===== src/mem_params.svh =====
`ifndef MEM_PARAMS_SVH
`define MEM_PARAMS_SVH

// datapath widths
`define MEM_DATA_W     32   // data word
`define MEM_ADDR_W     32   // byte address
`define MEM_RD_W       5    // dest register index

// exception vector, bit positions live in exc_pkg
`define MEM_EXP_W      7

// data ram geometry
`define MEM_RAM_WORDS  256  // depth in words, byte addr >= 4*depth is out of range

// cycles from strobe to data_valid, 1 or more
`define MEM_RAM_LAT    2

// bytes per data word
`define MEM_BE_W       (`MEM_DATA_W / 8)

`endif


===== src/exc_pkg.sv =====
package exc_pkg;

    // bit positions inside the exception flag vector
    typedef enum logic [2:0] {
        exc_ale  = 3'd0,   // misaligned address, raised in mem stage
        exc_adem = 3'd1,   // address out of range, raised by data ram
        exc_ipe  = 3'd2,   // upstream, passes through
        exc_ine  = 3'd3,   // upstream
        exc_sys  = 3'd4,   // upstream
        exc_brk  = 3'd5,   // upstream
        exc_int  = 3'd6    // upstream
    } exc_bit_e;

endpackage


===== src/lsu_pkg.sv =====
package lsu_pkg;

    // access size, same coding as the execute stage uses
    typedef enum logic [1:0] {
        width_byte = 2'd0,   // lb/sb
        width_half = 2'd1,   // lh/sh
        width_word = 2'd2    // lw/sw
    } access_width_e;

    // memory operation, store is 1 like the cache op bit
    typedef enum logic [0:0] {
        op_load  = 1'b0,
        op_store = 1'b1
    } mem_op_e;

    // data ram control fsm
    typedef enum logic [0:0] {
        ram_idle = 1'b0,     // ready for a strobe
        ram_busy = 1'b1      // counting down latency
    } ram_state_e;

endpackage


===== src/mem_req_stage.sv =====
`timescale 1ns/1ps
`include "mem_params.svh"

module mem_req_stage
    import lsu_pkg::*, exc_pkg::*;
(
    input  logic                   clk,
    input  logic                   rst_n,
    // from execute
    input  logic                   mem_en_in,
    input  logic [`MEM_RD_W-1:0]   mem_rd_in,
    input  logic [`MEM_DATA_W-1:0] mem_data_in,
    input  logic [`MEM_ADDR_W-1:0] mem_base,
    input  logic [`MEM_ADDR_W-1:0] mem_offset,
    input  mem_op_e                mem_op_in,
    input  access_width_e          mem_width_in,
    input  logic                   mem_sign_in,
    input  logic [`MEM_EXP_W-1:0]  mem_exp_in,
    input  logic                   stall,          // global, from resp stage
    // to data ram
    output logic                   ram_valid,
    output mem_op_e                ram_op,
    output logic [`MEM_ADDR_W-1:0] ram_addr,
    output logic [`MEM_BE_W-1:0]   ram_be,
    output logic [`MEM_DATA_W-1:0] ram_wdata,
    // stage register to resp stage
    output logic                   s1_en,
    output logic [`MEM_RD_W-1:0]   s1_rd,
    output access_width_e          s1_width,
    output logic                   s1_sign,
    output logic [1:0]             s1_addr_lo,
    output logic [`MEM_EXP_W-1:0]  s1_exp,
    output logic [`MEM_ADDR_W-1:0] s1_badv
);

    logic [`MEM_ADDR_W-1:0] eff_addr;
    logic                   misalign;
    logic                   accept;
    logic [`MEM_BE_W-1:0]   base_be;
    logic [`MEM_EXP_W-1:0]  exp_next;

    assign eff_addr = mem_base + mem_offset;          // agu
    assign accept   = mem_en_in & ~stall;

    // alignment check and unshifted byte mask per width
    always_comb begin
        case (mem_width_in)
            width_byte: begin
                misalign = 1'b0;
                base_be  = 4'b0001;
            end
            width_half: begin
                misalign = eff_addr[0];               // odd half
                base_be  = 4'b0011;
            end
            default: begin
                misalign = |eff_addr[1:0];            // word not on 4 byte boundary
                base_be  = 4'b1111;
            end
        endcase
    end

    // own exception joins the incoming ones
    always_comb begin
        exp_next          = mem_exp_in;
        exp_next[exc_ale] = mem_exp_in[exc_ale] | misalign;
    end

    // ram only sees clean accepted requests
    assign ram_valid = accept & ~misalign & ~(|mem_exp_in);
    assign ram_op    = mem_op_in;
    assign ram_addr  = {eff_addr[`MEM_ADDR_W-1:2], 2'b00};
    assign ram_be    = base_be << eff_addr[1:0];

    // store data copied to every lane, be picks the right one
    always_comb begin
        case (mem_width_in)
            width_byte: ram_wdata = {4{mem_data_in[7:0]}};
            width_half: ram_wdata = {2{mem_data_in[15:0]}};
            default:    ram_wdata = mem_data_in;
        endcase
    end

    // valid bit of stage reg
    always_ff @(posedge clk) begin
        if (!rst_n) begin
            s1_en <= 1'b0;
        end else if (accept) begin
            s1_en <= 1'b1;
        end else if (!stall) begin
            s1_en <= 1'b0;                            // drained, bubble
        end
    end

    // side-band payload, frozen while stalled since accept is low then
    always_ff @(posedge clk) begin
        if (accept) begin
            s1_rd      <= mem_rd_in;
            s1_width   <= mem_width_in;
            s1_sign    <= mem_sign_in;
            s1_addr_lo <= eff_addr[1:0];              // lane select for load
            s1_exp     <= exp_next;
            s1_badv    <= eff_addr;                   // used on ale
        end
    end

endmodule


===== config.mk =====
export PLATFORM = sky130hd
export DESIGN_NAME = mem_req_stage
export DESIGN_NICKNAME = d
export VERILOG_FILES = /design/src/exc_pkg.sv /design/src/lsu_pkg.sv /design/src/mem_req_stage.sv
export VERILOG_INCLUDE_DIRS = /design/src
export SDC_FILE = /design/constraint.sdc
export NUM_CORES = 1
export LEC_CHECK = 0
export ABC_AREA = 1
export BUFFER_PORTS_ARGS = -buffer_cell sky130_fd_sc_hd__buf_4
export CORE_MARGIN = 4
export CORE_UTILIZATION = 42
export CTS_CLUSTER_SIZE = 16
export DETAILED_ROUTE_END_ITERATION = 16
export PLACE_DENSITY = 0.75
export SLEW_MARGIN = 20
export SYNTH_ARGS = -nofsm -noshare
export SYNTH_HDL_FRONTEND = slang
export SYNTH_SLANG_ARGS = --single-unit

===== constraint.sdc =====
create_clock -name clk -period 3.19 [get_ports clk]
set_input_delay 0.4785 -clock clk [delete_from_list [all_inputs] [get_ports clk]]
set_output_delay 0.4785 -clock clk [all_outputs]
set_load 0.01 [all_outputs]

Yosys cells after proc, flatten, opt, wreduce, memory -nomap -nowiden --
Index checks and enable logic that the tools add are counted.
Storage, ports and cells: flip-flop bits (word level) 50, bits in latches 0, bits in writable memories 0, ROM bits 0, input bits 116, word-level logic and storage cells 26, memories 0
Cells by class: $add $sub $neg 1, multipliers 0, divide/modulo/power cells 0, order comparisons 0, equality and inequality tests 2, shift operators 1, muxes and demuxes 5, bitwise logic cells 7, reductions and logical operators 3
Operators with widths (count):
- 32-bit case mux with 2 select lines | 1
- 32-bit adder | 1
- 4-bit case mux with 2 select lines | 1
- 7-bit OR reduction | 1
- 4-bit by 2-bit << shifter with 4-bit output | 1
- 1-bit AND | 3
- 1-bit inverter | 3
- 2-bit by 1-bit == test with 1-bit output (second input constant) | 1
- 2-bit logical NOT | 1
- 1-bit two-way mux | 2
- 2-bit by 1-bit inequality test with 1-bit output (second input constant) | 1
- 1-bit case mux with 2 select lines | 1
- 2-bit OR reduction | 1
- 1-bit bitwise OR | 1

Longest topological paths before layout --
Gate-level depths: netlist (run 1).
depth after elaboration 6, depth in mapped cells 13, gate-level depth less buffers 12

Least setup slack after synthesis (run 1) --
OpenSTA, ideal clock, no wires.
path type input-to-output, start input mem_en_in, end output ram_valid, arrival time 3065 ps, required time 2711 ps, setup slack -353 ps, cell stages on the path 4, path buffers 0, cells stage by stage inv_1 -> nor2_1 -> nand3_1 -> nor3_1
Between the ends: word-level cells in the longest chain between the ends 3
Ends and longest elaborated chain:
- start: declaration | RTL line mem_req_stage.sv:10 | input logic mem_en_in,
- 1-bit AND | RTL line mem_req_stage.sv:43 | assign accept = mem_en_in & ~stall;
- net accept | RTL line mem_req_stage.sv:38 | logic accept;
- 1-bit AND (2 in a row) | RTL line mem_req_stage.sv:70 | assign ram_valid = accept & ~misalign & ~(|mem_exp_in);
- end: declaration | RTL line mem_req_stage.sv:21 | output logic ram_valid,
The timed path passes the listed nets, and every way through them passes these cells.

Final worst setup path (run 1) --
start input mem_base[0], end output ram_addr[12]
Between the ends: word-level cells in the longest chain between the ends 1
Ends and longest elaborated chain:
- start: declaration | RTL line mem_req_stage.sv:13 | input logic [`MEM_ADDR_W-1:0] mem_base,
- 32-bit adder | RTL line mem_req_stage.sv:42 | assign eff_addr = mem_base + mem_offset;
- end: declaration | RTL line mem_req_stage.sv:23 | output logic [`MEM_ADDR_W-1:0] ram_addr,
Every way passes these cells.

==> results.toml, run 1 <==
[run_status]
outcome = "finished clean"

[detailed_routing]
antenna_left = 0
drc = 0
viasPerCell = 4.62
wl_met2_mm = 7.23
top_layer = "met4"
wl_met3_um = 973
post_drt_wl_per_cell_um = 13.8
dr.pass1.iters = 5
drt-initial-drc-count = 311
num_vias = 4691
drt-met1-wl_mm = 5.58
drt_wl_total_mm = 14.0

[clocking]
cts_max_level = 2
post_cts.repair.setup_buffers = 0
clk_pin_slew_worst_paths_ps = 100
cts.path.max_buffers = 2
cts-root-buf = "clkbuf_8"
ctsHoldBuffers = 0
cts.sinks = 48
cts_buffers = 5
cts_tree = "built"
clk-insertion-delay-late_ps = 290
cts-resized-gates = 0

[placed_design]
place_inst = 1008
io_buffer_count = 231
gp_congestion = 0.915
dp_hpwl_mm = 12.1

[logic_synthesis]
synth_commonest_cells = "nand2_1, inv_1, edfxtp_1, nor2_1, buf_4"
synth_edf_count = 47
synth_seq_cells = 48
synth_area_leaders = "edfxtp_1, nand2_1, inv_1, ha_1, buf_4"
synth_cell_types = 28
synth_ff_type = "edfxtp_1"
yosysMostFrequentCell = "nand2_1"
synth.yosys.seq_area_share_pct = 31.7
syn_area_per_cell_um2 = 6.60
synth_area_mm2 = 0.00452
synth_warnings = 0
async_reset_ff_share_pct = 0
yosysTopAreaCell = "edfxtp_1"
synth.top_cell.area_share_pct = 31.2
netlist_instances = 685

[critical_path]
r2r_cells = 2
worstReg2RegEnd = "s1_en$_SDFFE_PN0P_"
start_kind = "input port"
crit_type = "in -> out"
cp.required_ps = 2710
crit_path_end_kind = "primary output"
r2r_start = "s1_en$_SDFFE_PN0P_"
reg2reg_slack_ps = 2600
crit_fanout = 3
crit_start = "mem_base[0]"
cp.arrival_ps = 2340

[power_and_ir_drop]
ir_worst_vdd_mv = 0.171
leakage_nw = 3.61
power.density_mw_per_mm2 = 374

[layout]
fin_nets = 1027
antenna-diode-count = 0
drive_gt1_share_pct = 28.3
final_util_pct = 60.0
final_cell_count_no_fill = 1016
syn2layout_area_growth_pct = 38.1

[timing]
grt_setup_unrepaired = "false"
drv_slew = 0
slew_headroom_pct = 57.0
min_period_over_period_pct = 88.2
fmax_mhz = 355
whs_ps = 348
tns_ps = 0
clock_skew_ps = 0
setup_viol = 0
tightest_slew_ps = 645
final_period_minus_worst_setup_slack_ps = 2810
hold_violations = 0

[die]
rows = 37
ios = 236
fp.dieH_um = 112
initial_core_util_pct = 43.4
dieArea_mm2 = 0.0125
coreArea_mm2 = 0.0104
die-width_um = 112

[global_routing]
grt_pass1_vias = 4638
grt_max_degree = 49
grtUsageTotal_pct = 21.7
antenna_found_initial = 0
grt_pass1_wl_mm = 22.4
globalRouteOverflowTotal = 0

[worst_hold_path]
hp-class = "in -> reg"
hold_depth = 1
min_to = "s1_rd[2]$_DFFE_PP_"
min-delay-start = "mem_rd_in[2]"

[run]
maxCapViolCount = 0
[worst max-delay path: stages]
cell	delay [ps]
buf_4	80
ha_1	200
inv_1	70
fa_1	400
inv_1	110
nand3_1	70
nand3_1	160
nand3_1	90
nand3_1	150
xor2_1	350
buf_4	190
[stage by stage]
stage / total power, mW / area, um^2 / worst slack (ps)
final: 2.33 / 6240 / 375
after global routing: 2.49 / 6240 / 242
after CTS: 2.36 / 6240 / 398
after detailed placement: 1.81 / 6110 / 402
after global placement: 1.81 / 6110 / 440
after floorplan: 1.42 / 4530 / 485
[worst max-delay path by stage]
| stage | to | cells after the start | slack (ps) |
|---|---|---|---|
| finish | ram_addr[12] | 11 | 380 |
| global placement | ram_addr[12] | 11 | 440 |
| CTS | ram_addr[12] | 11 | 400 |
| global route | ram_addr[12] | 11 | 240 |
| floorplan | ram_valid | 4 | 480 |
| detailed placement | ram_addr[12] | 11 | 400 |
[cell families after synthesis]
logic type               share of synthesized area (%)
buffers and inverters                             18.3
AO/OA/AOI/OAI                                     6.01
XOR/XNOR                                          2.91
adder cells (fa/ha/maj)                           9.02
AND/OR/NAND/NOR                                   32.0
other                                           0.0830
flip-flops                                        31.7
[power by group]
part | internal [mW] | total (mW) | switching [mW]
Clock | 0.316 | 0.544 | 0.228
Sequential | 0.773 | 0.788 | 0.0160
Combinational | 0.456 | 1.00 | 0.545
[metal layers]
| metal | track usage (%) | vias to the layer above |
|---|---|---|
| li1 | - | 2460 |
| met1 | 24.9 | 2033 |
| met2 | 42.1 | 180 |
| met3 | 3.70 | 18 |
| met4 | 4.30 | 0 |
| met5 | 0 | - |
[sequential cells by signal (all words and copies together) (netlist names)]
signal,count
s1_badv,31
s1_exp,7
s1_rd,5
s1_width,2
s1_addr_lo,1
s1_en,1
s1_sign,1
[cell type report]
class	count	area, um^2
flip-flops and latches	48	1430
clock inverters	3	68.8
multi-input cells	461	2270
inverters	131	492
well taps	136	170
clock buffers	5	68.8
repair buffers	232	1740
fillers	1013	4170
[placed cells by master (no fill, tap or decap)]
| cell | synthesis | routed |
|---|---|---|
| nand2_1 | 276 | 276 |
| buf_4 | 43 | 232 |
| inv_1 | 130 | 130 |
| edfxtp_1 | 47 | 47 |
| nor2_1 | 45 | 44 |
| ha_1 | 31 | 31 |
| nand3_1 | 27 | 27 |
| a21oi_1 | 25 | 25 |
| xor2_1 | 12 | 12 |
| o21ai_0 | 9 | 9 |
| o211ai_1 | 8 | 8 |
| nor3_1 | 5 | 5 |
| nand4_1 | 5 | 5 |
| clkbuf_8 | 0 | 5 |
| nand2_2 | 4 | 4 |
| xnor2_1 | 3 | 3 |
| o21bai_1 | 2 | 2 |
| conb_1 | 1 | 2 |
| bufinv_16 | 0 | 2 |
| nor2_4 | 0 | 1 |
| clkinv_1 | 1 | 1 |
| nor2_2 | 1 | 1 |
| or2_4 | 1 | 1 |
| a21o_1 | 1 | 1 |
| nand3_2 | 1 | 1 |
| o21bai_2 | 1 | 1 |
| a22oi_1 | 1 | 1 |
| fa_1 | 1 | 1 |
| inv_6 | 0 | 1 |
| dfxtp_1 | 1 | 1 |
No activity file was read; power rests on OpenSTA's default activity.
==> inputs of run 2 (changes only) <==
==> constraint.sdc (replaced) <==
create_clock -name clk -period 2.5 [get_ports clk]
set_input_delay 0.375 -clock clk [delete_from_list [all_inputs] [get_ports clk]]
set_output_delay 0.375 -clock clk [all_outputs]
set_load 0.01 [all_outputs]
==> results.toml, run 2 (synthesized netlist as in run 1, its figures left out) <==
[run_status]
outcome = "finished clean"

[timing]
tns_ps = 0
min_period_over_period_pct = 93.9
drv_slew = 0
fmax_mhz = 426
clock_skew_ps = 0
grt_setup_unrepaired = "false"
hold_violations = 0
final_period_minus_worst_setup_slack_ps = 2350
setup_viol = 0

[clocking]
cts.path.max_buffers = 2
cts.sinks = 48
clk-insertion-delay-late_ps = 300
ctsHoldBuffers = 0
clk_pin_slew_worst_paths_ps = 100
cts_tree = "built"
cts_buffers = 5
cts-root-buf = "clkbuf_8"
cts_max_level = 2

[layout]
fin_nets = 1032
fin_area_mm2 = 0.00629
final_cell_count_no_fill = 1021
reg_top3 = "s1_badv: 31 flops, s1_exp: 7 flops, s1_rd: 5 flops"
syn2layout_area_growth_pct = 39.1
layout_commonest_cell = "nand2_1"
final_cell_mix = "nand2_1, buf_4, inv_1, edfxtp_1, nor2_1"
drive_gt1_share_pct = 29.3
largest_register_ffs = 31
n_fill_cell = 1003
regMostFlops = "s1_badv"
antenna-diode-count = 0

[detailed_routing]
dr.pass1.iters = 5
viasPerCell = 4.64
antenna_left = 0
drt_wl_total_mm = 14.1
drt-initial-drc-count = 216
num_vias = 4740
post_drt_wl_per_cell_um = 13.8
drc = 0

[critical_path]
start_kind = "input port"
cp_slowest_stage_delay_ps = 420
reg2reg_slack_ps = 1920
crit_fanout = 5
crit_family = "adder cells"
cp.required_ps = 2120
r2r_start = "s1_en$_SDFFE_PN0P_"
critical_path.cell_chain = "buf_4, ha_1, inv_1, fa_2, inv_1, nor2_1, o21ai_0, nor3_1, buf_4"
r2r_cells = 2
crit_type = "in -> out"
cp.arrival_ps = 1970
worstReg2RegEnd = "s1_en$_SDFFE_PN0P_"
critical_path.slowest_cell = "fa_2"
crit_path_end_kind = "primary output"
cp_num_buf_inv = 4

[worst_hold_path]
hp-class = "in -> reg"
min_to = "s1_rd[3]$_DFFE_PP_"
hold_depth = 1
min-delay-start = "mem_rd_in[3]"

[placed_design]
dp_hpwl_mm = 12.1
io_buffer_count = 231
gp_congestion = 0.932
dpl-instance-area_mm2 = 0.00616
place_inst = 1013

[die]
die-width_um = 112
initial_core_util_pct = 43.4
ios = 236
coreArea_mm2 = 0.0104
rows = 37
fp.dieH_um = 112
dieArea_mm2 = 0.0125

[power_and_ir_drop]
leakage_nw = 3.63
ir_worst_vdd_mv = 0.220
power.total_mw = 2.90
power.density_mw_per_mm2 = 461

[global_routing]
antenna_found_initial = 0
grt_max_degree = 44
grt_pass1_wl_mm = 22.2
grt_pass1_vias = 4476
globalRouteOverflowTotal = 0
grtUsageTotal_pct = 21.6

[run]
maxCapViolCount = 0
-- run 2: stage by stage --
stage,hold WS (ps),setup slack [ps],utilization (%)
floorplan,474,1.78,-
global placement,472,80.7,59.1
detailed placement,498,42.1,59.1
CTS,230,33.4,60.2
global route,219,6.56,60.4
finish,237,152,60.4
-- run 2: what timing repair did --
action,CTS,global route
resized for setup,0,5
buffers inserted,0,0
setup endpoints to repair,0,6
-- run 2: how the worst max path moves through the flow --
stage,from,to,slack [ps],cells after the start
finish,mem_base[0],ram_valid,150,9
global route,mem_base[12],ram_addr[29],7,13
CTS,mem_base[0],ram_addr[12],30,12
detailed placement,mem_base[0],ram_addr[12],40,12
global placement,mem_base[0],ram_addr[12],80,12
floorplan,mem_en_in,ram_valid,2,4
-- run 2: worst register-to-register path, stage by stage, from the launching register on --
cell,delay [ps]
dfxtp_1,320
a21oi_1,120
nor2_1,50
-- run 2: where the power goes --
part	switching [mW]	internal (mW)
combinational	0.701	0.596
sequential	0.0213	0.985
clock	0.291	0.302
total	1.01	1.88
-- run 2: final cells by class --
cell class,count,area [um^2],share of cell area [%]
timing repair buffer,237,1790,28.5
multi-input combinational,461,2290,36.4
clock buffer,5,68.8,1.09
inverter,131,492,7.82
tap,136,170,2.71
clock inverter,3,46.3,0.736
sequential,48,1430,22.8
-- run 2: metal layers --
metal | part of all wire (%) | GRT usage, % | vias up
met1 | 40 | 25.9 | 2063
met4 | 2.1 | 4.54 | 0
met5 | 0 | 0 | -
li1 | - | - | 2463
met2 | 51 | 40.6 | 186
met3 | 6.6 | 3.42 | 28
