### src/mem_params.svh
`ifndef MEM_PARAMS_SVH
`define MEM_PARAMS_SVH

// datapath widths
`define MEM_DATA_W     32   // data word
`define MEM_ADDR_W     32   // byte address
`define MEM_RD_W       5    // dest register index

// exception vector, bit positions live in exc_pkg
`define MEM_EXP_W      7

// data ram geometry
`define MEM_RAM_WORDS  256  // depth in words, byte addr >= 4*depth is out of range

// cycles from strobe to data_valid, 1 or more
`define MEM_RAM_LAT    2

// bytes per data word
`define MEM_BE_W       (`MEM_DATA_W / 8)

`endif

### src/exc_pkg.sv
package exc_pkg;

    // bit positions inside the exception flag vector
    typedef enum logic [2:0] {
        exc_ale  = 3'd0,   // misaligned address, raised in mem stage
        exc_adem = 3'd1,   // address out of range, raised by data ram
        exc_ipe  = 3'd2,   // upstream, passes through
        exc_ine  = 3'd3,   // upstream
        exc_sys  = 3'd4,   // upstream
        exc_brk  = 3'd5,   // upstream
        exc_int  = 3'd6    // upstream
    } exc_bit_e;

endpackage

### src/lsu_pkg.sv
package lsu_pkg;

    // access size, same coding as the execute stage uses
    typedef enum logic [1:0] {
        width_byte = 2'd0,   // lb/sb
        width_half = 2'd1,   // lh/sh
        width_word = 2'd2    // lw/sw
    } access_width_e;

    // memory operation, store is 1 like the cache op bit
    typedef enum logic [0:0] {
        op_load  = 1'b0,
        op_store = 1'b1
    } mem_op_e;

    // data ram control fsm
    typedef enum logic [0:0] {
        ram_idle = 1'b0,     // ready for a strobe
        ram_busy = 1'b1      // counting down latency
    } ram_state_e;

endpackage

### src/mem_resp_stage.sv
`timescale 1ns/1ps
`include "mem_params.svh"

module mem_resp_stage
    import lsu_pkg::*, exc_pkg::*;
(
    // stage register from req stage
    input  logic                   s1_en,
    input  logic [`MEM_RD_W-1:0]   s1_rd,
    input  access_width_e          s1_width,
    input  logic                   s1_sign,
    input  logic [1:0]             s1_addr_lo,
    input  logic [`MEM_EXP_W-1:0]  s1_exp,
    input  logic [`MEM_ADDR_W-1:0] s1_badv,
    // from data ram
    input  logic                   data_valid,
    input  logic [`MEM_DATA_W-1:0] rdata,
    input  logic [`MEM_EXP_W-1:0]  ram_exception,
    input  logic [`MEM_ADDR_W-1:0] ram_badv,
    // global hold
    output logic                   stall,
    // writeback
    output logic                   mem_en_out,
    output logic [`MEM_RD_W-1:0]   mem_rd_out,
    output logic [`MEM_DATA_W-1:0] mem_data_out,
    output logic [`MEM_EXP_W-1:0]  mem_exp_out,
    output logic [`MEM_ADDR_W-1:0] badv_out
);

    logic                   s1_has_exp;
    logic                   done;
    logic [`MEM_EXP_W-1:0]  exp_all;
    logic                   has_exc;
    logic [`MEM_DATA_W-1:0] lane;
    logic [`MEM_DATA_W-1:0] load_ext;

    assign s1_has_exp = |s1_exp;       // faulted early, never went to ram

    // hold pipe while the ram still owes us a word
    assign stall = s1_en & ~(data_valid | s1_has_exp);
    assign done  = s1_en & (data_valid | s1_has_exp);

    // ram flags only count on its valid cycle
    assign exp_all = s1_exp | ({`MEM_EXP_W{data_valid}} & ram_exception);
    assign has_exc = |exp_all;

    // move addressed byte/half down to bit 0
    assign lane = rdata >> {s1_addr_lo, 3'b000};

    always_comb begin
        case (s1_width)
            width_byte: load_ext = {{24{s1_sign & lane[7]}}, lane[7:0]};
            width_half: load_ext = {{16{s1_sign & lane[15]}}, lane[15:0]};
            default:    load_ext = rdata;                     // full word
        endcase
    end

    assign mem_en_out   = done;
    assign mem_exp_out  = done ? exp_all : '0;
    assign mem_rd_out   = (done && !has_exc) ? s1_rd : '0;     // no writeback on fault
    assign mem_data_out = (done && !has_exc) ? load_ext : '0;

    // bad address source depends on who raised it
    always_comb begin
        if (!done) begin
            badv_out = '0;
        end else if (exp_all[exc_ale]) begin
            badv_out = s1_badv;                               // agu result
        end else if (exp_all[exc_adem]) begin
            // ram sees the word address, low bits come back from stage reg
            badv_out = {ram_badv[`MEM_ADDR_W-1:2], s1_addr_lo};
        end else begin
            badv_out = '0;
        end
    end

endmodule

### config.mk
export PLATFORM = sky130hd
export DESIGN_NAME = mem_resp_stage
export DESIGN_NICKNAME = d
export VERILOG_FILES = /design/src/exc_pkg.sv /design/src/lsu_pkg.sv /design/src/mem_resp_stage.sv
export VERILOG_INCLUDE_DIRS = /design/src
export SDC_FILE = /design/constraint.sdc
export NUM_CORES = 1
export LEC_CHECK = 0
export ABC_AREA = 1
export BUFFER_PORTS_ARGS = -buffer_cell sky130_fd_sc_hd__buf_2
export CORE_AREA = 2 2 77 79
export DETAILED_ROUTE_END_ITERATION = 12
export DIE_AREA = 0 0 79 81
export GPL_ROUTABILITY_DRIVEN = 0
export PLACE_DENSITY_LB_ADDON = 0.3
export SLEW_MARGIN = 20
export SYNTH_ARGS = -nofsm -noshare
export SYNTH_HDL_FRONTEND = slang
export SYNTH_SLANG_ARGS = --single-unit
### constraint.sdc
create_clock -name vclk -period 1.8
set_input_delay 0.27 -clock vclk [all_inputs]
set_output_delay 0.27 -clock vclk [all_outputs]
set_load 0.005 [all_outputs]
### Yosys cells after proc, flatten, opt, wreduce, memory -nomap -nowiden

Index checks and enable logic that the tools add are counted.

* input bits: 122
* memories kept: 0
* word-level logic and storage cells: 22
* bits in registers: 0
* bits in writable memories: 0
* bits in read-only memories: 0
* output and inout port bits: 78
* latch bits: 0

* mux-type cells: 7
* order comparisons: 0
* shift-type cells: 1
* bitwise gates (word level): 8
* equal/unequal tests: 1
* reduce and logical (&&, ||, !) cells: 5
* multiply operators: 0
* divide/modulo/power cells: 0
* add/subtract/negate cells: 0

Operators with widths (number)
* $mux W32: 4
* $pmux W32 S2: 1
* $shr A32 B5 Y16: 1
* $reduce_or A7 Y1: 2
* $and A7 B7 Y7: 1
* $mux W7: 1
* $or A7 B7 Y7: 1
* $mux W5: 1
* $and A1 B1 Y1: 4
* $eq A2 B1 Y1 const B: 1
* $logic_not A2 Y1: 1
* $logic_and A1 B1 Y1: 1
* $logic_not A1 Y1: 1
* $not A1 Y1: 1
* $or A1 B1 Y1: 1

### Longest topological paths before layout

Gate-level depths: netlist of run 1.

* depth in word-level cells: 6
* mapped depth: 10
* depth with buffers taken out: 8

### Worst setup path after synthesis of run 1

No wires, ideal clock.

* kind: input to output
* from: input port s1_addr_lo[1]
* to: output port mem_data_out[2]
* buffers on the path: 3
* data required time: 1530 ps
* path slack: 299 ps
* cell stages on the path: 8
* arrival: 1231 ps
* cells stage by stage: buf_4 > inv_2 > buf_4 > a21oi_2 > buf_2 > or2_2 > nand2_1 > nor2_1

* word-level cells in the longest chain between the ends: 3

Ends and longest elaborated chain
* start, declared: RTL line mem_resp_stage.sv:12 `input logic [1:0] s1_addr_lo,`
* $shr A32 B5 Y16: RTL line mem_resp_stage.sv:48 `assign lane = rdata >> {s1_addr_lo, 3'b000};`
* $pmux W32 S2: RTL line mem_resp_stage.sv:51 `case (s1_width)`
* $mux W32: RTL line mem_resp_stage.sv:61 `assign mem_data_out = (done && !has_exc) ? load_ext : '0;`
* end, declared: RTL line mem_resp_stage.sv:25 `` output logic [`MEM_DATA_W-1:0] mem_data_out, ``

Every way passes these cells.

### Worst setup path in the final report of run 1

* from: input port data_valid
* to: output port mem_data_out[14]

* word-level cells in the longest chain between the ends: 6
* elaborated cells between the ends (all ways): 8
* those cells by class: mux: 1; bitwise: 4; reduce/logical: 3

Ends and longest elaborated chain
* start, declared: RTL line mem_resp_stage.sv:16 `input logic data_valid,`
* $and A7 B7 Y7: RTL line mem_resp_stage.sv:44 `` assign exp_all = s1_exp | ({`MEM_EXP_W{data_valid}} & ram_exception); ``
* $or A7 B7 Y7: RTL line mem_resp_stage.sv:44
* $reduce_or A7 Y1: RTL line mem_resp_stage.sv:45 `assign has_exc = |exp_all;`
* $logic_not A1 Y1: RTL line mem_resp_stage.sv:61
* $logic_and A1 B1 Y1 *: RTL line mem_resp_stage.sv:61
* $mux W32 *: RTL line mem_resp_stage.sv:61

Every way passes the cells marked *; elsewhere a longest branch is shown, timed or not.

==> results.cfg, run 1 <==
[run_status]
status = complete, no violations

[sta]
timing.slew.headroom_pct = 78.66
tightest_slew_ns = 0.3202
timing.final.ws_setup_ns = 0.01978
hold_violations = 0
rsz0062_at_grt = true
max_freq_ghz = 0.5617
final.period_utilization_pct = 98.90
drv_slew = 0
post-route-min-period_ns = 1.780
tns_ns = 0
setup_viol = 0

[routing]
vias_per_cell = 4.763
drt-wirelength-per-cell_um = 12.19
wirelength_um = 7960
drtIter0Drc = 100
antenna_left = 0
vias = 3110
drt-pass1-iter-count = 4
drcViolationCount = 0

[floorplan]
core_um2 = 5675
dieArea_um2 = 6399
rows = 28
die_w_um = 79
start_util_pct = 32.10
die_h_um = 81
ioPinCount = 200

[power]
switching_power_mw = 0.3290
internal_power_mw = 0.2720
p_leak_nw = 1.821
peakVddDrop_v = 0.00009259
p_seq_share_pct = 0
power.density_nw_per_um2 = 201.1
p_sw_share_pct = 54.74
p_clk_share_pct = 0
pwr-share-comb_pct = 100.0

[grt]
grt_util_all_layers_pct = 22.05
grt_overflow_total = 0
grt_antenna_before_repair = 1
grt_util_met3_pct = 3.667
grt_use_met2_pct = 41.61
grt_pass1_vias = 2584
grt-busiest-layer = met2
globalRouteMet1Util_pct = 26.36
grt_max_degree = 40
grt_pass1_wl_um = 11730

[setup_path]
path_cells = clkbuf_4 > a21oi_2 > nand3_1 > nor2_4 > nand2_2 > buf_12 > nor2_2 > buf_2
end_kind = primary output
arrival_ns = 1.51
path_class = primary input to primary output
required_ns = 1.53
critical_path.max_fanout = 20
slowest_delay_ns = 0.20
crit_path_start_kind = primary input
crit_slowest_cell = nor2_4

[yosys]
synth.avg_cell_area_um2 = 4.683
synth_area_leader_cell = nand2_1
synth.area.top_cells = nand2_1 (28%), nand3_1 (16%), nor2_1 (9.9%), a21oi_1 (8.8%), inv_1 (7.0%)
synth_top_area_share_pct = 27.82
synth_fp_nets = 511
ys_warn_count = 0
synth_cell_types = 19
synth_cells = 389
ys_seq_area_share_pct = 0
mappedNetlistArea_um2 = 1822

[layout]
seq_cell_count = 0
ff_latch_area_um2 = 0
layout_common_cells = buf_2 (197), nand2_1 (134), nand3_1 (58)
drive_above_1_share_pct = 46.19
antenna_cells = 0
clock_buffers = 0
fin_nets = 702
fin_cells = 653
syn_to_final_growth_pct = 64.08
layout_commonest_cell = buf_2

[clock_network]
postCtsHoldBufs = 0

[placed_design]
pre_cts_ws_ns = -0.008778
dp.cells = 652
dp_hpwl_um = 6418
port_buffers = 198

[hold_path]
hold_class = primary input to primary output

[job]
drv_cap = 0
-- critical path: cells and delay by family --
family | cells | cell delay [ns]
AOI/OAI and AO/OA | 1 | 0.19
buffers and inverters | 3 | 0.46
and+or+nand+nor | 4 | 0.58
-- cell usage after synthesis, types with 4 or more instances --
library cell and count:
nor2_4 5, a21oi_1 32, nand3_1 58, or2_2 12
nor2_1 48, inv_1 34, o2111ai_1 6, nand2_1 135
a21oi_2 11, buf_4 4, clkbuf_1 10, nor2_2 10
buf_6 4, buf_2 9
-- stage by stage --
stage | power (mW) | hold WS [ns] | instance area, um2 | util, %
finish | 0.6011 | 0.8246 | 2989 | 52.67
global route | 0.6697 | 0.8477 | 2989 | 52.67
CTS | 0.5889 | 0.8234 | 2939 | 51.79
detailed placement | 0.5874 | 0.8220 | 2939 | 51.79
global placement | 0.5769 | 0.8159 | 2939 | 51.79
floorplan | 0.3181 | 0.6107 | 1822 | -
-- final timing paths --
path	from	endpoint	slack [ns]	cells after the start
max	data_valid	mem_data_out[14]	0.02	8
min	s1_rd[2]	mem_rd_out[2]	0.82	4
-- layout make-up --
cell class                 instances  area (um2)
inverter                          37       141.4
multi-input combinational        325        1559
timing repair buffer             216        1195
tap                               75       93.84
fill                             642        2686
-- layer usage --
metal  vias to the layer above  wire, um
li1                       1608         -
met1                      1359      3163
met2                       126      3972
met3                        15       671
met4                         2       145
met5                         -         7
-- power groups by stage --
stage	sequential (mW)	combinational, mW	clock, mW
after global routing	0	0.670	0
after floorplan	0	0.318	0
after global placement	0	0.577	0
final	0	0.601	0
after CTS	0	0.589	0
after detailed placement	0	0.587	0
-- timing repair --
action | CTS | global route
gates resized for setup | 0 | 12
pin swaps | 1 | 4
cloned | 0 | 0
setup endpoints to repair | 1 | 37
buffers inserted | 0 | 1
-- logic make-up after synthesis --
| group | Yosys count | share of synthesized area (%) |
|---|---|---|
| compound gates | 51 | 17.51 |
| buf+inv | 64 | 16.28 |
| simple gates | 274 | 66.21 |
Note: power is estimated with default switching activity, not from simulation.
==> run 2, diff against run 1 <==
Settings changed: PLACE_DENSITY_LB_ADDON 0.3 to 0.12.
==> run 2 against run 1 <==
  * Cell area up 2.6%
  * Worst setup slack better by 0.024 ns
  * Maximum frequency up 1.4%
  * Critical path depth up 3
  * Count of clock-buffer cells in the layout unchanged
  * Power up 2.6%
  * Global-route usage up 0.21 points
  * Die area unchanged
  * Sequential share of layout area unchanged
  * First-iteration DRC count down 31%
  * Core utilization up 1.4 points
  * Wire length up 3.0%
  * Largest cell class unchanged
==> results.cfg, run 2 (synthesis results as in run 1) <==
[run_status]
status = complete, no violations

[grt]
grt_pass1_vias = 2690
grt_overflow_total = 0
grt_antenna_before_repair = 1
grt_max_degree = 32
grt_util_all_layers_pct = 22.26
grt_pass1_wl_um = 11920

[job]
drv_cap = 0

[power]
p_seq_share_pct = 0
pwr-share-comb_pct = 100.0
p_leak_nw = 1.860
peakVddDrop_v = 0.00009830
internal_power_mw = 0.2856
power.density_nw_per_um2 = 201.1
switching_power_mw = 0.3313
p_clk_share_pct = 0
p_sw_share_pct = 53.70

[layout]
clock_buffers = 0
layout_common_cells = buf_2 (198), nand2_1 (134), nand3_1 (58)
fill_cells = 648
postLayoutCellArea_um2 = 3068
fin_nets = 709
multi_input_area_um2 = 1548
final_core_util_pct = 54.06
layout_commonest_cell = buf_2
drive_above_1_share_pct = 46.32
fin_cells = 660
ff_latch_area_um2 = 0
syn_to_final_growth_pct = 68.41
seq_cell_count = 0
antenna_cells = 0

[placed_design]
placed_area_um2 = 2969
dp.cells = 656
port_buffers = 198
dp_hpwl_um = 6676
pre_cts_ws_ns = -0.06401

[routing]
drt-wirelength-per-cell_um = 12.42
wirelength_um = 8197
vias_per_cell = 4.856
drt-pass1-iter-count = 4
drtIter0Drc = 69
antenna_left = 0
drcViolationCount = 0
vias = 3205

[floorplan]
die_w_um = 79
start_util_pct = 32.10
rows = 28
die_h_um = 81
ioPinCount = 200
dieArea_um2 = 6399
core_um2 = 5675

[setup_path]
critical_path.max_fanout = 8
arrival_ns = 1.49
crit_slowest_cell = buf_2
end_kind = primary output
slowest_delay_ns = 0.16
path_class = primary input to primary output
required_ns = 1.53
path_cells = buf_2 > nand2_1 > nand2_1 > nor2_1 > nand2_1 > nor2_4 > buf_4 > clkbuf_16 > nand3_1 > nor2_1 > buf_2
path_common_cell = nand2_1
crit_path_start_kind = primary input

[sta]
final.period_utilization_pct = 97.56
timing.final.ws_setup_ns = 0.04392
drv_slew = 0
setup_viol = 0
post-route-min-period_ns = 1.756
hold_violations = 0
tightest_slew_ns = 0.2837
rsz0062_at_grt = true
max_freq_ghz = 0.5695
timing.slew.headroom_pct = 81.08

[clock_network]
postCtsHoldBufs = 0

[hold_path]
hold_class = primary input to primary output
==> run 2: area by class of cell <==
class                      count  area share, %
multi-input combinational    325          50.45
timing repair buffer         223          41.84
inverter                      37          4.649
tap                           75          3.059
==> run 2: metal layers <==
| metal | track usage (%) | vias to the layer above | wire length, um |
|---|---|---|---|
| met2 | 45.59 | 136 | 4282 |
| met1 | 23.64 | 1422 | 3091 |
| met3 | 3.444 | 16 | 635 |
| li1 | - | 1629 | - |
| met5 | 0 | - | 12 |
| met4 | 5.000 | 2 | 174 |
==> run 2: critical path: cells and delay by family <==
kind	cells	cell delay [ns]
and+or+nand+nor	7	0.66
buffers and inverters	4	0.57
==> run 2: power groups by stage <==
stage	Sequential, mW	Combinational, mW	Clock, mW
6_report	0	0.617	0
5_1_grt	0	0.686	0
4_1_cts	0	0.604	0
3_5_place_dp	0	0.602	0
3_3_place_gp	0	0.593	0
2_1_floorplan	0	0.318	0
==> run 2: stage by stage <==
stage / total power [mW] / TNS, ns / hold WS [ns]
final: 0.6169 / 0 / 0.8185
after global routing: 0.6859 / -0.08779 / 0.8402
after CTS: 0.6045 / 0 / 0.8195
after detailed placement: 0.6024 / -0.5911 / 0.8185
after global placement: 0.5930 / -0.06592 / 0.8158
after floorplan: 0.3181 / 0 / 0.6107
==> run 2: repair_timing <==
item / 4_1_cts / 5_1_grt
pin swaps: 0 / 2
gates resized for setup: 1 / 7
setup endpoints to repair: 21 / 45
gates cloned: 0 / 2
buffers inserted: 0 / 2
endpoints found under the hold margin: 0 / 0
==> run 2: final timing paths <==
path | cells past startpoint | slack [ns] | to | startpoint
min | 4 | 0.82 | mem_rd_out[0] | s1_rd[0]
max | 11 | 0.04 | mem_data_out[19] | data_valid
==> run 3, diff against run 2 <==
Settings changed: CELL_PAD_IN_SITES_DETAIL_PLACEMENT set to 0, CELL_PAD_IN_SITES_GLOBAL_PLACEMENT set to 1, CORE_AREA 2 2 77 79 to unset, CORE_MARGIN set to 2, CORE_UTILIZATION set to 20, DIE_AREA 0 0 79 81 to unset.
==> run 3 against run 2 <==
  * Cell area is 0.49% lower
  * Wire length is 11% higher
  * Count of clock-buffer cells in the layout stayed put
  * Power shrank 0.64%
  * Via count shrank 2.2%
  * Worst setup slack better by 0.052 ns
  * Hold slack barely moved
  * Non-clock buffer count decreased by 2
  * Critical path type unchanged
  * Highest routed layer unchanged
  * Critical path depth decreased by 1
  * Sequential share of layout area is the same
  * Combinational power shrank 0.6%
  * Sequential cell count is the same
==> results.cfg, run 3 (synthesis results as in run 1) <==
[run_status]
status = complete, no violations

[layout]
drive_above_1_share_pct = 46.31
fill_cells = 1054
seq_cell_count = 0
layout_commonest_cell = buf_2
clock_buffers = 0
layout_common_cells = buf_2 (198), nand2_1 (134), nand3_1 (58)
fin_cells = 691
fin_nets = 707
syn_to_final_growth_pct = 67.58
ff_latch_area_um2 = 0
antenna_cells = 0

[floorplan]
dieArea_um2 = 9888
rows = 34
die_h_um = 99.44
start_util_pct = 20.79
die_w_um = 99.44
core_um2 = 8763
ioPinCount = 200

[routing]
drt-pass1-iter-count = 4
vias = 3135
wl_met3_um = 646
drtIter0Drc = 74
antenna_left = 0
routed.top_layer = met5
vias_per_cell = 4.537
drcViolationCount = 0
wl_met1_um = 3669
wl_met2_um = 4662
drt-wirelength-per-cell_um = 13.12
wirelength_um = 9069

[clock_network]
postCtsHoldBufs = 0

[setup_path]
critical_path.max_fanout = 16
path_class = primary input to primary output
end_kind = primary output
arrival_ns = 1.43
crit_start = data_valid
crit_path_start_kind = primary input
required_ns = 1.53

[power]
p_total_mw = 0.6129
peakVddDrop_v = 0.00009137
p_leak_nw = 1.846
power.density_nw_per_um2 = 200.8

[sta]
hold_violations = 0
max_freq_ghz = 0.5867
tns_ns = 0
tightest_slew_ns = 0.2585
post-route-min-period_ns = 1.704
setup_viol = 0
rsz0062_at_grt = true
drv_slew = 0
timing.final.ws_setup_ns = 0.09563
final.period_utilization_pct = 94.69
timing.slew.headroom_pct = 82.75

[job]
drv_cap = 0

[hold_path]
hold_class = primary input to primary output
min_from = s1_rd[2]
hold_path_depth = 4

[grt]
grt_pass1_vias = 2999
grt_antenna_before_repair = 1
grt_util_all_layers_pct = 17.14
grt_overflow_total = 0
grt_max_degree = 34
grt_pass1_wl_um = 14230

[placed_design]
dp_hpwl_um = 7522
dp.cells = 691
port_buffers = 198
pre_cts_ws_ns = 0.04574
## run 3: worst paths after layout
path | to
worst max-delay path | mem_data_out[6]
worst min-delay path | mem_rd_out[2]
## run 3: where the power goes
| part | leakage (nW) | switching, mW | total, mW | internal, mW |
|---|---|---|---|---|
| clock | 0 | 0 | 0 | 0 |
| sequential | 0 | 0 | 0 | 0 |
| combinational | 1.85 | 0.331 | 0.613 | 0.282 |
| total | 1.85 | 0.331 | 0.613 | 0.282 |
## run 3: timing repair
| item | CTS | global route |
|---|---|---|
| setup endpoints to repair | 0 | 35 |
| buffers inserted | 0 | 0 |
| gates resized for setup | 0 | 9 |
## run 3: worst max-delay path, cell delays in order
cell and delay (ns):
buf_2 0.16, nand2_1 0.10, nand2_2 0.08, nor2_1 0.09, nand2_1 0.08, nor2_4 0.13, nand2_2 0.09, buf_12 0.16
a21oi_1 0.13, buf_2 0.13
## run 3: cell type report
| class | instances | area [um2] | area share (%) |
|---|---|---|---|
| Multi-Input combinational cell | 325 | 1539 | 50.41 |
| Timing Repair Buffer | 221 | 1237 | 40.53 |
| Inverter | 37 | 141.4 | 4.631 |
| Tap cell | 108 | 135.1 | 4.426 |
## run 3: per-stage QoR
step | util [%] | hold WS (ns) | area (um2)
after floorplan | - | 0.6107 | 1822
after global placement | 34.52 | 0.8174 | 3025
after detailed placement | 34.52 | 0.8178 | 3025
after CTS | 34.52 | 0.8192 | 3025
after global routing | 34.84 | 0.8340 | 3053
final | 34.84 | 0.8187 | 3053
## run 3: layer usage
metal / GRT usage (%) / vias to the layer above
li1: - / 1618
met1: 20.37 / 1376
met2: 33.68 / 131
met3: 2.038 / 8
met4: 1.686 / 2
met5: 0 / -
